==> config.mk <==
export PLATFORM = sky130hd
export DESIGN_NAME = fp_wrap_top
export DESIGN_NICKNAME = d
export VERILOG_FILES = /design/src/design/fpw_pkg.sv /design/src/design/fp_op_decoder.sv /design/src/design/fp_issue_buffer.sv /design/src/design/fp_sgnj_lane.sv /design/src/design/fp_cmp_lane.sv /design/src/design/fp_result_stage.sv /design/src/design/fp_wrap_top.sv
export SDC_FILE = /design/constraint.sdc
export NUM_CORES = 1
export LEC_CHECK = 0
export ABC_AREA = 1
export BUFFER_PORTS_ARGS = -buffer_cell sky130_fd_sc_hd__buf_4
export CAP_MARGIN = 20
export CORE_AREA = 2 2 153 155
export CTS_BUF_LIST = sky130_fd_sc_hd__clkbuf_8
export CTS_CLUSTER_DIAMETER = 150
export DETAILED_ROUTE_END_ITERATION = 8
export DIE_AREA = 0 0 155 157
export PLACE_DENSITY_LB_ADDON = 0.15
export SYNTH_ARGS = -nofsm -noshare
export SYNTH_HDL_FRONTEND = slang
export SYNTH_SLANG_ARGS = --single-unit
==> constraint.sdc <==
create_clock -name clk_i -period 5.6 [get_ports clk_i]
set_clock_uncertainty 0.15 [all_clocks]
set_input_delay 1.12 -clock clk_i [delete_from_list [all_inputs] [get_ports clk_i]]
set_output_delay 1.12 -clock clk_i [all_outputs]
set_load 0.01 [all_outputs]
==> src/design/fpw_pkg.sv <==
package fpw_pkg;

    // ----------------------------------------------------------
    // Widths
    // ----------------------------------------------------------
    localparam int unsigned FLEN          = 32; // FP32 operands only
    localparam int unsigned TRANS_ID_BITS = 3;  // Tag width from issue

    typedef logic [FLEN-1:0]          fp_word_t;
    typedef logic [TRANS_ID_BITS-1:0] fp_tag_t;

    // ----------------------------------------------------------
    // Opcodes
    // ----------------------------------------------------------
    // Opcode as it arrives from the issue port
    typedef enum logic [1:0] {
        FSGNJ,   // Sign injection, variant in rm
        FMINMAX, // Min or max, variant in rm[0]
        FCMP,    // Compare, variant in rm
        FMV      // Register move
    } fp_opcode_e;

    // Internal op seen by the two lanes
    typedef enum logic [3:0] {
        OP_SGNJ,
        OP_SGNJN,
        OP_SGNJX,
        OP_MOVE,  // Raw passthrough of operand a
        OP_MIN,
        OP_MAX,
        OP_LE,
        OP_LT,
        OP_EQ
    } fp_lane_op_e;

    // ----------------------------------------------------------
    // Request and result bundles
    // ----------------------------------------------------------
    typedef struct packed {
        fp_opcode_e opcode;
        logic [2:0] rm;        // Variant select, MSB is ignored
        fp_word_t   operand_a;
        fp_word_t   operand_b;
        fp_tag_t    tag;
    } fp_issue_t;

    typedef struct packed {
        fp_lane_op_e op;
        fp_word_t    operand_a;
        fp_word_t    operand_b;
        fp_tag_t     tag;
    } fp_req_t;

    typedef struct packed {
        fp_word_t result;
        fp_tag_t  tag;   // Same tag as the request
    } fp_resp_t;

endpackage

==> src/design/fp_op_decoder.sv <==
`timescale 1ns/1ps

module fp_op_decoder (
    input  fpw_pkg::fp_issue_t issue_i,
    output fpw_pkg::fp_req_t   req_o
);
    import fpw_pkg::*;

    logic [1:0] rm_low; // Only low rm bits carry the variant

    assign rm_low = issue_i.rm[1:0];

    // ----------------------------------------------------------
    // Opcode and rm to lane op
    // ----------------------------------------------------------
    always_comb begin : input_translation
        // Operands and tag pass unchanged
        req_o.operand_a = issue_i.operand_a;
        req_o.operand_b = issue_i.operand_b;
        req_o.tag       = issue_i.tag;
        req_o.op        = OP_MOVE; // Safe default

        case (issue_i.opcode)
            FSGNJ: begin
                case (rm_low)
                    2'd0:    req_o.op = OP_SGNJ;
                    2'd1:    req_o.op = OP_SGNJN;
                    2'd2:    req_o.op = OP_SGNJX;
                    default: req_o.op = OP_MOVE; // rm 3 is raw passthrough
                endcase
            end
            FMINMAX: req_o.op = rm_low[0] ? OP_MAX : OP_MIN;
            FCMP: begin
                case (rm_low)
                    2'd0:    req_o.op = OP_LE;
                    2'd1:    req_o.op = OP_LT;
                    default: req_o.op = OP_EQ; // 2 and 3 both compare equal
                endcase
            end
            FMV:     req_o.op = OP_MOVE;
            default: req_o.op = OP_MOVE;
        endcase

        // Issue side must never present an undriven opcode
        assert final (!$isunknown(issue_i.opcode))
            else $error("fp_op_decoder: opcode unknown");
    end

endmodule

==> src/design/fp_issue_buffer.sv <==
`timescale 1ns/1ps

module fp_issue_buffer (
    input  logic             clk_i,
    input  logic             rst_ni,
    input  logic             flush_i,
    input  logic             valid_i,
    output logic             ready_o,
    input  fpw_pkg::fp_req_t req_i,
    input  logic             unit_ready_i,
    output logic             unit_valid_o,
    output fpw_pkg::fp_req_t req_o
);
    import fpw_pkg::*;

    typedef enum logic {READY, STALL} state_e;

    state_e  state_q, state_d;
    logic    hold_inputs; // Capture request into hold register
    logic    use_hold;    // Drive unit from hold register
    fp_req_t hold_q;

    // ----------------------------------------------------------
    // Protocol inversion, unit valid depends on unit ready
    // ----------------------------------------------------------
    always_comb begin : p_input_fsm
        ready_o      = 1'b0;
        unit_valid_o = 1'b0;
        hold_inputs  = 1'b0;
        use_hold     = 1'b0;
        state_d      = state_q;

        case (state_q)
            READY: begin
                ready_o      = 1'b1;    // Look ready to issue
                unit_valid_o = valid_i; // Pass straight through
                if (valid_i && !unit_ready_i) begin
                    ready_o     = 1'b0; // Unit busy, keep request upstream
                    hold_inputs = 1'b1;
                    state_d     = STALL;
                end
            end
            STALL: begin
                unit_valid_o = 1'b1; // Held request pending
                use_hold     = 1'b1;
                if (unit_ready_i) begin
                    ready_o = 1'b1;  // Token back to issue
                    state_d = READY;
                end
            end
            default: state_d = READY;
        endcase

        // Flush drops the held request and takes nothing new this cycle
        if (flush_i) begin
            ready_o      = 1'b0;
            unit_valid_o = 1'b0;
            hold_inputs  = 1'b0;
            state_d      = READY;
        end
    end

    always_ff @(posedge clk_i or negedge rst_ni) begin : p_state
        if (!rst_ni) begin
            state_q <= READY;
        end else begin
            state_q <= state_d;
        end
    end

    always_ff @(posedge clk_i) begin : p_hold_reg
        if (hold_inputs) begin
            hold_q <= req_i;
        end
    end

    assign req_o = use_hold ? hold_q : req_i; // Output mux

    // Requester keeps the stalled request until ready_o rises
    a_hold_stable: assert property (@(posedge clk_i) disable iff (!rst_ni)
        (state_q == STALL) |-> valid_i && (req_i == hold_q))
        else $error("fp_issue_buffer: upstream request changed while held in STALL");

endmodule

==> src/design/fp_sgnj_lane.sv <==
`timescale 1ns/1ps

module fp_sgnj_lane (
    input  fpw_pkg::fp_req_t req_i,
    output fpw_pkg::fp_word_t result_o
);
    import fpw_pkg::*;

    logic            sign_a;
    logic            sign_b;
    logic [FLEN-2:0] mag_a; // Exponent and mantissa of a

    assign sign_a = req_i.operand_a[FLEN-1];
    assign sign_b = req_i.operand_b[FLEN-1];
    assign mag_a  = req_i.operand_a[FLEN-2:0];

    // ----------------------------------------------------------
    // Sign injection, magnitude always from a
    // ----------------------------------------------------------
    always_comb begin : p_sgnj
        case (req_i.op)
            OP_SGNJ:  result_o = {sign_b, mag_a};
            OP_SGNJN: result_o = {~sign_b, mag_a};
            OP_SGNJX: result_o = {sign_a ^ sign_b, mag_a};
            OP_MOVE:  result_o = req_i.operand_a; // Bits unchanged
            // Ops of the compare lane, result not selected
            default:  result_o = req_i.operand_a;
        endcase
    end

endmodule

==> src/design/fp_cmp_lane.sv <==
`timescale 1ns/1ps

module fp_cmp_lane (
    input  fpw_pkg::fp_req_t req_i,
    output fpw_pkg::fp_word_t result_o
);
    import fpw_pkg::*;

    logic            sign_a, sign_b;
    logic [FLEN-2:0] mag_a, mag_b;
    logic            a_lt_b; // Strict total order
    logic            a_eq_b; // Identical patterns
    logic            a_le_b;

    assign sign_a = req_i.operand_a[FLEN-1];
    assign sign_b = req_i.operand_b[FLEN-1];
    assign mag_a  = req_i.operand_a[FLEN-2:0];
    assign mag_b  = req_i.operand_b[FLEN-2:0];

    // ----------------------------------------------------------
    // Sign-magnitude ordering, -0 below +0
    // ----------------------------------------------------------
    always_comb begin : p_order
        if (sign_a != sign_b) begin
            a_lt_b = sign_a;          // Negative sorts first
        end else if (!sign_a) begin
            a_lt_b = mag_a < mag_b;
        end else begin
            a_lt_b = mag_a > mag_b;   // Both negative, reversed
        end
    end

    assign a_eq_b = (req_i.operand_a == req_i.operand_b);
    assign a_le_b = a_lt_b | a_eq_b;

    always_comb begin : p_result
        case (req_i.op)
            OP_MIN:  result_o = a_le_b ? req_i.operand_a : req_i.operand_b; // a on tie
            OP_MAX:  result_o = a_lt_b ? req_i.operand_b : req_i.operand_a; // a on tie
            OP_LE:   result_o = {{(FLEN-1){1'b0}}, a_le_b};
            OP_LT:   result_o = {{(FLEN-1){1'b0}}, a_lt_b};
            OP_EQ:   result_o = {{(FLEN-1){1'b0}}, a_eq_b};
            default: result_o = req_i.operand_a; // Sign lane ops
        endcase
    end

endmodule

==> src/design/fp_result_stage.sv <==
`timescale 1ns/1ps

module fp_result_stage (
    input  logic                 clk_i,
    input  logic                 rst_ni,
    input  logic                 flush_i,
    input  logic                 unit_valid_i,
    output logic                 unit_ready_o,
    input  fpw_pkg::fp_lane_op_e op_i,
    input  fpw_pkg::fp_tag_t     tag_i,
    input  fpw_pkg::fp_word_t    sgnj_result_i,
    input  fpw_pkg::fp_word_t    cmp_result_i,
    input  logic                 result_ready_i,
    output fpw_pkg::fp_resp_t    resp_o,
    output logic                 result_valid_o
);
    import fpw_pkg::*;

    logic     valid_q;  // Register holds an untaken result
    logic     load;     // Unit handshake this cycle
    fp_resp_t resp_d, resp_q;

    // ----------------------------------------------------------
    // Lane select and handshake
    // ----------------------------------------------------------
    always_comb begin : p_select
        resp_d.tag = tag_i;
        if (op_i inside {OP_SGNJ, OP_SGNJN, OP_SGNJX, OP_MOVE}) begin
            resp_d.result = sgnj_result_i;
        end else begin
            resp_d.result = cmp_result_i;
        end
    end

    assign unit_ready_o = !valid_q || result_ready_i; // Room once current one leaves
    assign load         = unit_valid_i && unit_ready_o;

    always_ff @(posedge clk_i or negedge rst_ni) begin : p_valid
        if (!rst_ni) begin
            valid_q <= 1'b0;
        end else if (flush_i) begin
            valid_q <= 1'b0;   // Drop in-flight result
        end else if (load) begin
            valid_q <= 1'b1;
        end else if (result_ready_i) begin
            valid_q <= 1'b0;   // Taken, nothing new
        end
    end

    always_ff @(posedge clk_i) begin : p_data
        if (load) begin
            resp_q <= resp_d;
        end
    end

    assign resp_o         = resp_q;
    assign result_valid_o = valid_q;

    // Writeback stall must not disturb the presented result
    a_resp_hold: assert property (@(posedge clk_i) disable iff (!rst_ni)
        result_valid_o && !result_ready_i && !flush_i
        |=> result_valid_o && $stable(resp_o))
        else $error("fp_result_stage: result changed under back-pressure");

endmodule

==> src/design/fp_wrap_top.sv <==
`timescale 1ns/1ps

module fp_wrap_top (
    input  logic               clk_i,
    input  logic               rst_ni,
    input  logic               flush_i,
    input  logic               valid_i,
    output logic               ready_o,
    input  fpw_pkg::fp_issue_t issue_i,
    input  logic               result_ready_i,
    output logic               result_valid_o,
    output fpw_pkg::fp_resp_t  resp_o
);
    import fpw_pkg::*;

    fp_req_t  dec_req;     // Decoded, before the hold buffer
    fp_req_t  unit_req;    // Request seen by the lanes
    logic     unit_valid;
    logic     unit_ready;
    fp_word_t sgnj_result;
    fp_word_t cmp_result;

    // ----------------------------------------------------------
    // Decode and protocol inversion
    // ----------------------------------------------------------
    fp_op_decoder u_decoder (
        .issue_i ( issue_i ),
        .req_o   ( dec_req )
    );

    fp_issue_buffer u_issue_buffer (
        .clk_i        ( clk_i      ),
        .rst_ni       ( rst_ni     ),
        .flush_i      ( flush_i    ),
        .valid_i      ( valid_i    ),
        .ready_o      ( ready_o    ),
        .req_i        ( dec_req    ),
        .unit_ready_i ( unit_ready ),
        .unit_valid_o ( unit_valid ),
        .req_o        ( unit_req   )
    );

    // ----------------------------------------------------------
    // Lanes and result register
    // ----------------------------------------------------------
    fp_sgnj_lane u_sgnj_lane (
        .req_i    ( unit_req    ),
        .result_o ( sgnj_result )
    );

    fp_cmp_lane u_cmp_lane (
        .req_i    ( unit_req   ),
        .result_o ( cmp_result )
    );

    fp_result_stage u_result_stage (
        .clk_i          ( clk_i          ),
        .rst_ni         ( rst_ni         ),
        .flush_i        ( flush_i        ),
        .unit_valid_i   ( unit_valid     ),
        .unit_ready_o   ( unit_ready     ),
        .op_i           ( unit_req.op    ),
        .tag_i          ( unit_req.tag   ),
        .sgnj_result_i  ( sgnj_result    ),
        .cmp_result_i   ( cmp_result     ),
        .result_ready_i ( result_ready_i ),
        .resp_o         ( resp_o         ),
        .result_valid_o ( result_valid_o )
    );

endmodule

==> flow_summary.json, run 1 <==
{
  "min_path_type": "in -> async",
  "drt_iter0_drc": 192,
  "instances_no_fill": 1104,
  "cts_root_buffer": "clkbuf_8",
  "synth_async_sr_flop_share_pct": 1.852,
  "synthTopCellsByArea": "edfxtp_1, nand2_1, ha_1",
  "cp-endpoint": "u_result_stage.resp_o[31]",
  "area_delta_synth_final_pct": 19.94,
  "vdd_drop_max_v": 0.0001214,
  "synthSimpleGateAreaFrac_pct": 26.27,
  "min_period_ps": 4131,
  "clock.fmax_ghz": 0.2421,
  "avgSynthCellArea_um2": 9.346,
  "synth_compound_area_share_pct": 8.862,
  "rows": 55,
  "cts.path.max_buffers": 2,
  "nNetsFinal": 922,
  "dieArea_um2": 24340,
  "post-cts-setup-buffers": 0,
  "ys_seq_area_share_pct": 48.52,
  "grt_pass1_wl_um": 27650,
  "synth_top_area_cell": "edfxtp_1",
  "setup.worst_path.start_class": "flop",
  "grt_usage_pct": 14.59,
  "reg2regPathDepth": 19,
  "drive_gt1_share_pct": 28.82,
  "cts_tree": "done",
  "ys_types": 35,
  "tns_ps": 0,
  "cts_hold_buffers": 0,
  "insertion_delay_ps": 390,
  "dp.cells": 1088,
  "antenna_found_initial": 0,
  "ioPinCount": 114,
  "synth_top_family_by_area": "simple AND/OR/NAND/NOR gates",
  "hold_violations": 0,
  "cp.required_ps": 5590,
  "routed-via-count": 5124,
  "drcViolationCount": 0,
  "worst_slew_pin_slew_ps": 954.6,
  "synth-edff-count": 106,
  "grt_max_degree": 71,
  "ys.warnings.count": 0,
  "die_x_um": 155,
  "finalCritPeriodShare_pct": 73.76,
  "diodes": 0,
  "fillers": 2332,
  "p_per_area_nw_per_um2": 231.1,
  "wl_per_cell_um": 15.48,
  "drv_cap": 0,
  "firstDrtPassIters": 4,
  "core_area_um2": 22500,
  "ys_seq_elements": 108,
  "detail-route-antenna-nets": 0,
  "final-seq-area_um2": 3234,
  "synth_top_area_share_pct": 47.77,
  "ff2ff_setup_slack_ps": 1470,
  "clock_sinks": 108,
  "dominantRegCellSynth": "edfxtp_1",
  "endpoint_kind": "flop",
  "setup_viol": 0,
  "crit_arrival_ps": 4120,
  "clk_pin_slew_ps": 110,
  "vias_per_cell": 4.641,
  "multi_input_area_um2": 3040,
  "synth_mux_area_share_pct": 4.356,
  "io_buffers": 112,
  "fin_area_um2": 7993,
  "gr-total-overflow": 0,
  "grt_pass1_vias": 5150,
  "postPlaceCellArea_um2": 7818,
  "cts_made_buffers": 9,
  "cts_resized": 0,
  "routed-wl-met3_um": 744,
  "wl_met1_um": 8034,
  "worstReg2RegStart": "u_issue_buffer.state_q",
  "synth_xor_area_share_pct": 0,
  "syn_area_um2": 6664,
  "crit_path_max_fanout": 70,
  "synth_cells": 713,
  "post-dp-hpwl_um": 11680,
  "slew_violations": 0,
  "slew_headroom_pct": 36.36,
  "crit_path_start": "u_issue_buffer.state_q",
  "top_layer": "met4",
  "fp.dieH_um": 157,
  "grt_setup_unrepaired": "false",
  "critical_path_class": "reg -> reg",
  "p_leak_nw": 3.272,
  "gp_congestion": 0.7502,
  "synthAdderAreaFrac_pct": 5.821,
  "synth_fp_nets": 821,
  "status": "finished, final reports clean",
  "route.met2.wl_um": 8101,
  "r2r-end": "u_result_stage.resp_o[31]",
  "start_util_pct": 29.61,
  "wl_um": 17090,
  "cts.htree.levels": 3
}
==> through the flow <==
stage | power, mW | hold slack, ps | utilization, % | setup WS, ps
6_report | 1.847 | 345.9 | 35.52 | 1470
5_1_grt | 1.967 | 313.8 | 35.52 | 949.6
4_1_cts | 1.887 | 316.1 | 35.52 | 1366
3_5_place_dp | 1.417 | 361.0 | 34.74 | 1314
3_3_place_gp | 1.415 | 349.1 | 34.74 | 1361
2_1_floorplan | 1.255 | 344.3 | - | 622.6
==> synth_stat cells (3+ instances only) <==
| master | number |
|---|---|
| nand3_1 | 51 |
| o211ai_2 | 10 |
| nand2_1 | 199 |
| inv_1 | 53 |
| clkbuf_1 | 8 |
| buf_6 | 5 |
| nor2_2 | 3 |
| or2_2 | 35 |
| o21ai_0 | 37 |
| mux2i_1 | 29 |
| buf_2 | 17 |
| inv_2 | 7 |
| ha_1 | 31 |
| nand4_1 | 7 |
| o211ai_1 | 21 |
| nand3_2 | 20 |
| nand2_2 | 14 |
| nor2_1 | 21 |
| o21ai_1 | 4 |
| a21oi_1 | 14 |
| edfxtp_1 | 106 |
==> where the power goes <==
group          total [mW]  internal, mW  switching (mW)
Sequential          0.934         0.925         0.00863
Clock               0.457         0.165           0.292
Combinational       0.456         0.173           0.283
==> area by class of cell <==
type	instances	share of cell area, %
clock buffers	9	1.550
clock inverters	7	0.6418
inverters	60	2.818
multi-input cells	512	38.04
flip-flops and latches	108	40.47
well taps	285	4.461
repair buffers	123	12.02
==> flip-flops by register name (all words and copies together), names as in the netlist <==
| name | cells |
|---|---|
| u_issue_buffer.hold_q | 71 |
| u_result_stage.result_valid_o | 1 |
| u_result_stage.resp_o | 35 |
| u_issue_buffer.state_q | 1 |
==> worst max-delay path, cell delays in order (launching register included) <==
cell	delay (ps)
dfrtp_2	380
buf_4	720
o21ai_0	330
inv_1	180
ha_1	280
nand2_1	80
nand2_1	50
nand2_1	50
nand2_1	50
nand2_1	50
nand2_1	60
a21oi_1	190
nand2_2	100
nand2_2	90
nand2_4	90
inv_2	380
buf_12	270
nand2_1	80
o211ai_1	110
nand3_2	100
==> worst min-delay path by stage <==
| stage | startpoint | to | slack [ps] | depth (start not counted) |
|---|---|---|---|---|
| after CTS | rst_ni | u_issue_buffer.state_q | 320 | 1 |
| after global routing | rst_ni | u_issue_buffer.state_q | 310 | 1 |
| after floorplan | u_issue_buffer.hold_q[0] | u_result_stage.resp_o[0] | 340 | 2 |
| final | rst_ni | u_issue_buffer.state_q | 350 | 1 |
| after global placement | u_issue_buffer.hold_q[1] | u_result_stage.resp_o[1] | 350 | 2 |
| after detailed placement | u_issue_buffer.hold_q[1] | u_result_stage.resp_o[1] | 360 | 2 |
==> cells by family (layout without fill, tap and decap cells) <==
family | Yosys count | after routing
DFF | 108 | 108
AOI/OAI and AO/OA | 90 | 90
buffers and inverters | 93 | 199
muxes | 29 | 29
adders and majority gates | 31 | 31
and+or+nand+nor | 362 | 362
==> layout by cell type, fill, tap and decap left out, drive strengths merged <==
master / netlist / routed
o2111ai: 1 / 1
dfrtp: 2 / 2
mux2i: 29 / 29
o21ai: 42 / 42
nor4: 2 / 2
nor2: 24 / 24
ha: 31 / 31
nand3b: 2 / 2
nor3: 3 / 3
or2: 35 / 35
clkinv: 0 / 4
o211ai: 31 / 31
nand2b: 1 / 1
or3: 1 / 1
buf: 25 / 123
edfxtp: 106 / 106
inv: 60 / 62
clkbuf: 8 / 9
nand2: 215 / 215
nand4: 8 / 8
nand3: 71 / 71
clkinvlp: 0 / 1
a21oi: 14 / 14
a21o: 2 / 2
==> layer usage <==
metal  vias up  track usage, %
met2        96           25.67
met4         0           3.395
met3        10           2.643
li1       2654               -
met1      2364           18.63
met5         -               0
Note: power is estimated with default switching activity, not from simulation.
==> run 2: changes to the inputs <==
clock period = 3.6 ns   (was 5.6 ns; I/O delays follow)
==> run 2 against run 1 <==
Effect of this change: global-route usage hardly changed; hold slack improved by 8.0 ps; largest power group unchanged; wire length up 3.9%; cell count up 2.0%.
==> flow_summary.json, run 2 (synthesized netlist as in run 1, its figures left out) <==
{
  "status": "finished, final reports clean",
  "post-dp-hpwl_um": 12010,
  "r2r-end": "u_result_stage.resp_o[5]",
  "critPathBufInv": 5,
  "core_area_um2": 22500,
  "power_switching_mw": 0.9340,
  "drcViolationCount": 0,
  "setup.worst_path.start_class": "flop",
  "final-seq-area_um2": 3234,
  "crit_cells": 20,
  "antenna_found_initial": 0,
  "finalCritPeriodShare_pct": 94.00,
  "die_x_um": 155,
  "fin_area_um2": 8389,
  "comb_power_share_pct": 27.3,
  "grt_pass1_wl_um": 27610,
  "cts.path.max_buffers": 2,
  "vias_per_cell": 4.663,
  "reg2regPathDepth": 20,
  "switching_share_pct": 31.52,
  "postPlaceCellArea_um2": 7975,
  "crit_path_start": "u_issue_buffer.state_q",
  "hold_violations": 0,
  "routed-via-count": 5251,
  "intPower_mw": 2.029,
  "gr-total-overflow": 0,
  "multi_input_area_um2": 3133,
  "min_period_ps": 3384,
  "crit_chain": "inv_2 -> buf_12 -> or2_2 -> o21ai_0 -> inv_1 -> ha_1 -> nand2_1 -> nor2_2 -> nand4_4 -> nor2_1 -> nand4_1 -> nand2_2 -> nand2_2 -> nand2_4 -> nand2_8 -> inv_8 -> buf_12 -> nand2_1 -> nand3_1 -> nand3_1",
  "clk_pin_slew_ps": 100,
  "crit_path_max_fanout": 19,
  "grt_pass1_vias": 5183,
  "crit_arrival_ps": 3360,
  "min_path_type": "in -> reg",
  "worst_slew_pin_slew_ps": 572.3,
  "setup_viol": 0,
  "p_per_area_nw_per_um2": 353.2,
  "cp.required_ps": 3580,
  "worst_path_dominant_cell_family": "simple AND/OR/NAND/NOR gates",
  "drt_iter0_drc": 279,
  "critical_path_class": "reg -> reg",
  "wl_per_cell_um": 15.76,
  "diodes": 0,
  "vdd_drop_max_v": 0.0001393,
  "pwr-share-clk_pct": 23.6,
  "top_register": "u_issue_buffer.hold_q",
  "grt_usage_pct": 14.56,
  "fp.dieH_um": 157,
  "slowest_delay_ps": 420,
  "p_seq_share_pct": 49.0,
  "p_leak_nw": 3.439,
  "grt_max_degree": 72,
  "endpoint_kind": "flop",
  "gp_congestion": 0.7618,
  "rows": 55,
  "instances_no_fill": 1126,
  "drv_cap": 0,
  "dp.cells": 1099,
  "largest_reg_flops": 71,
  "drive_gt1_share_pct": 31.63,
  "dieArea_um2": 24340,
  "start_util_pct": 29.61,
  "cts.htree.levels": 3,
  "worstReg2RegStart": "u_issue_buffer.state_q",
  "cp-endpoint": "u_result_stage.resp_o[5]",
  "slew_headroom_pct": 61.80,
  "cts_made_buffers": 9,
  "clock.fmax_ghz": 0.2955,
  "ff2ff_setup_slack_ps": 220,
  "cts_root_buffer": "clkbuf_8",
  "clock_sinks": 108,
  "detail-route-antenna-nets": 0,
  "area_delta_synth_final_pct": 25.89,
  "cp_slowest_cell": "dfrtp_2",
  "ioPinCount": 114,
  "firstDrtPassIters": 4,
  "final_cell_mix": "nand2_1, buf_4, edfxtp_1",
  "slew_violations": 0,
  "mostFrequentLayoutCell": "nand2_1",
  "cts_tree": "done",
  "wl_um": 17750,
  "io_buffers": 112,
  "insertion_delay_ps": 390,
  "fillers": 2282,
  "nNetsFinal": 944
}
run 2: cell count changes in the layout (fill, tap and decap cells not counted), sizes merged:
cell         before  now
buf             123  142
clkbuf            9   11
clkinv            4    3
dlygate4sd3       0    1
inv              62   63
run 2: layer usage:
| metal | wire, µm | vias up | global-route usage [%] |
|---|---|---|---|
| met1 | 8599 | 2442 | 19.22 |
| met5 | 0 | - | 0 |
| met3 | 582 | 14 | 2.643 |
| met4 | 272 | 0 | 4.056 |
| li1 | - | 2700 | - |
| met2 | 8295 | 95 | 24.55 |
run 2: power by group through the flow:
stage / logic [mW] / registers [mW] / clock network [mW]
2_1_floorplan: 0.457 / 1.49 / 0
3_3_place_gp: 0.752 / 1.48 / 0
3_5_place_dp: 0.753 / 1.48 / 0
4_1_cts: 0.758 / 1.45 / 0.740
5_1_grt: 0.909 / 1.46 / 0.771
6_report: 0.810 / 1.45 / 0.700
run 2: area by class of cell:
type	instances	share of cell area (%)
repair buffers	145	15.03
clock buffers	9	1.477
multi-input cells	512	37.35
inverters	60	2.804
well taps	285	4.251
flip-flops and latches	108	38.55
clock inverters	7	0.5369
run 2: worst min-delay path by stage:
stage | from | slack [ps] | end | cells past startpoint
finish | issue_i[62] | 350 | u_issue_buffer.hold_q[62] | 1
global route | issue_i[42] | 320 | u_issue_buffer.hold_q[42] | 1
CTS | issue_i[42] | 320 | u_issue_buffer.hold_q[42] | 1
detailed placement | rst_ni | 350 | u_result_stage.result_valid_o | 1
global placement | u_issue_buffer.hold_q[1] | 350 | u_result_stage.resp_o[1] | 2
floorplan | rst_ni | 270 | u_issue_buffer.state_q | 0
run 2: through the flow:
| stage | total power [mW] | TNS, ps | hold WS [ps] | setup WS [ps] | util [%] |
|---|---|---|---|---|---|
| 3_5_place_dp | 2.234 | 0 | 353.9 | 101.7 | 35.44 |
| 3_3_place_gp | 2.235 | 0 | 349.6 | 123.8 | 35.44 |
| 5_1_grt | 3.138 | -13.77 | 320.9 | -4.883 | 37.28 |
| 2_1_floorplan | 1.951 | 0 | 274.4 | 203.4 | - |
| 6_report | 2.963 | 0 | 353.9 | 215.9 | 37.28 |
| 4_1_cts | 2.953 | 0 | 324.2 | 71.44 | 36.24 |
run 2: timing repair:
item / 4_1_cts / 5_1_grt
endpoints found under the setup margin: 0 / 31
setup buffers: 0 / 8
resized for setup: 0 / 31
endpoints found under the hold margin: 2 / 0
hold buffers: 1 / 0
run 2: worst reg2reg max path: stages, from the launching register on:
cell,delay [ps]
dfrtp_2,420
inv_2,70
buf_12,150
or2_2,270
o21ai_0,110
inv_1,100
ha_1,330
nand2_1,90
nor2_2,180
nand4_4,130
nor2_1,110
nand4_1,130
nand2_2,100
nand2_2,70
nand2_4,120
nand2_8,100
inv_8,100
buf_12,120
nand2_1,50
nand3_1,80
nand3_1,120
==> run 3: changes to the inputs <==
RECOVER_POWER = 50   (was not set)
==> run 3 against run 2 <==
Effect of this change: die area did not move; largest cell class unchanged; hold slack improved by 1.9 ps; via count barely moved; critical path type unchanged; first-iteration DRC count rose by 7.2%; sequential power barely moved; wire length rose by 0.11%; the run now ends with max-capacitance violations, max-slew violations left; cell area fell by 3.0%; critical endpoint unchanged; count of clock-buffer cells in the layout did not move; cell count did not move; power fell by 1.3%.
==> flow_summary.json, run 3 (synthesized netlist as in run 1, its figures left out) <==
{
  "whs_ps": 355.8,
  "postPlaceCellArea_um2": 7975,
  "drv_cap": 1,
  "cts_tree": "done",
  "status": "finished with violations",
  "gr-total-overflow": 0,
  "diodes": 0,
  "vdd_drop_max_v": 0.0001390,
  "top_register": "u_issue_buffer.hold_q",
  "vias_per_cell": 4.668,
  "p_leak_nw": 3.200,
  "fin_util_pct": 36.15,
  "drive_gt1_share_pct": 24.14,
  "min_period_ps": 3391,
  "ff2ff_setup_slack_ps": 210,
  "clock.fmax_ghz": 0.2949,
  "area_delta_synth_final_pct": 22.06,
  "cts_root_buffer": "clkbuf_8",
  "grt_pass1_vias": 5183,
  "p_per_area_nw_per_um2": 359.7,
  "whs_path_depth": 2,
  "slew_headroom_pct": -28.53,
  "worstReg2RegStart": "u_issue_buffer.state_q",
  "dp.cells": 1099,
  "cp_slowest_cell": "dfrtp_2",
  "cp.required_ps": 3580,
  "wl_per_cell_um": 15.78,
  "rows": 55,
  "instances_no_fill": 1126,
  "insertion_delay_ps": 390,
  "cts.htree.levels": 3,
  "slew_violations": 72,
  "io_buffers": 112,
  "finalCritPeriodShare_pct": 94.19,
  "core_area_um2": 22500,
  "reg2regPathDepth": 20,
  "dieArea_um2": 24340,
  "final_cell_mix": "nand2_1, edfxtp_1, clkbuf_1",
  "nNetsFinal": 944,
  "hold_start": "flush_i",
  "gp_congestion": 0.7618,
  "r2r-end": "u_result_stage.resp_o[5]",
  "detail-route-antenna-nets": 0,
  "multi_input_area_um2": 3126,
  "tns_ps": 0,
  "fin_area_um2": 8134,
  "fp.dieH_um": 157,
  "mostFrequentLayoutCell": "nand2_1",
  "grt_max_degree": 72,
  "wl_um": 17770,
  "total_power_mw": 2.926,
  "violations": "max-capacitance violations, max-slew violations",
  "final-seq-area_um2": 3234,
  "hold_violations": 0,
  "clk_pin_slew_ps": 100,
  "min_to": "u_result_stage.result_valid_o",
  "slowest_delay_ps": 420,
  "start_util_pct": 29.61,
  "crit_chain": "inv_2 -> buf_12 -> or2_2 -> o21ai_0 -> inv_1 -> ha_1 -> nand2_1 -> nor2_2 -> nand4_4 -> nor2_1 -> nand4_1 -> nand2_2 -> nand2_2 -> nand2_4 -> nand2_8 -> inv_8 -> buf_12 -> nand2_1 -> nand3_1 -> nand3_1",
  "cts.path.max_buffers": 2,
  "drcViolationCount": 0,
  "setup_viol": 0,
  "layout_setup_ws_ps": 209.2,
  "grt_usage_pct": 14.56,
  "worst_slew_pin_slew_ps": 1928,
  "crit_arrival_ps": 3370,
  "clock_sinks": 108,
  "setup.worst_path.start_class": "flop",
  "ioPinCount": 114,
  "pre_cts_slack_ps": 101.7,
  "post-dp-hpwl_um": 12010,
  "critical_path_class": "reg -> reg",
  "firstDrtPassIters": 5,
  "drt_iter0_drc": 299,
  "routed-via-count": 5256,
  "antenna_found_initial": 0,
  "grt_pass1_wl_um": 27610,
  "min_path_type": "in -> reg",
  "crit_path_max_fanout": 19,
  "endpoint_kind": "flop",
  "fillers": 2321,
  "die_x_um": 155,
  "cts_made_buffers": 9,
  "largest_reg_flops": 71
}
run 3: cell types whose count changed in the layout (fill, tap and decap cells not counted):
cell | previous run | this run
buf_12 | 9 | 8
nor2_1 | 19 | 20
clkbuf_1 | 0 | 62
o21ai_1 | 8 | 7
buf_4 | 128 | 23
o21ai_0 | 29 | 30
nor2_4 | 2 | 1
clkbuf_4 | 0 | 43
clkbuf_2 | 0 | 1
run 3: how the worst max path moves through the flow:
| stage | startpoint | to | slack (ps) | depth (start not counted) |
|---|---|---|---|---|
| floorplan | result_ready_i | u_issue_buffer.hold_q[0] | 200 | 3 |
| global placement | issue_i[45] | u_result_stage.resp_o[14] | 120 | 21 |
| detailed placement | u_issue_buffer.state_q | u_result_stage.resp_o[21] | 100 | 21 |
| CTS | u_issue_buffer.state_q | u_result_stage.resp_o[21] | 70 | 21 |
| global route | u_issue_buffer.state_q | u_result_stage.resp_o[5] | -5 | 20 |
| finish | u_issue_buffer.state_q | u_result_stage.resp_o[5] | 210 | 20 |
run 3: repair_timing:
action,in CTS,in global routing
setup buffers,0,8
hold endpoints to repair,2,0
setup endpoints to repair,0,31
hold buffers,1,0
gates resized for setup,0,31
run 3: cell type report:
type / instances / share of cell area (%)
clock inverter: 7 / 0.5538
tap: 285 / 4.384
inverter: 60 / 2.892
multi-input combinational: 512 / 38.42
clock buffer: 9 / 1.523
sequential: 108 / 39.76
timing repair buffer: 145 / 12.46
run 3: layer usage:
metal	part of all wire, %	GRT usage [%]
met4	1.7	4.056
met1	47	19.22
met2	47	24.55
met5	0	0
met3	4.3	2.643
run 3: worst max-delay path, delay by kind of cell, from the launching register on:
family	cells	cell delay (ps)
compound gates	1	110
fa+ha+maj	1	330
buf+inv	5	540
flops	1	420
simple gates	13	1570
run 3: power by group:
part           leakage [nW]  switching (mW)  internal, mW  total (mW)
logic                  2.11           0.472         0.303       0.775
clock network        0.0898           0.448         0.250       0.698
registers             0.998          0.0126          1.44        1.45
total                  3.20           0.932          1.99        2.93
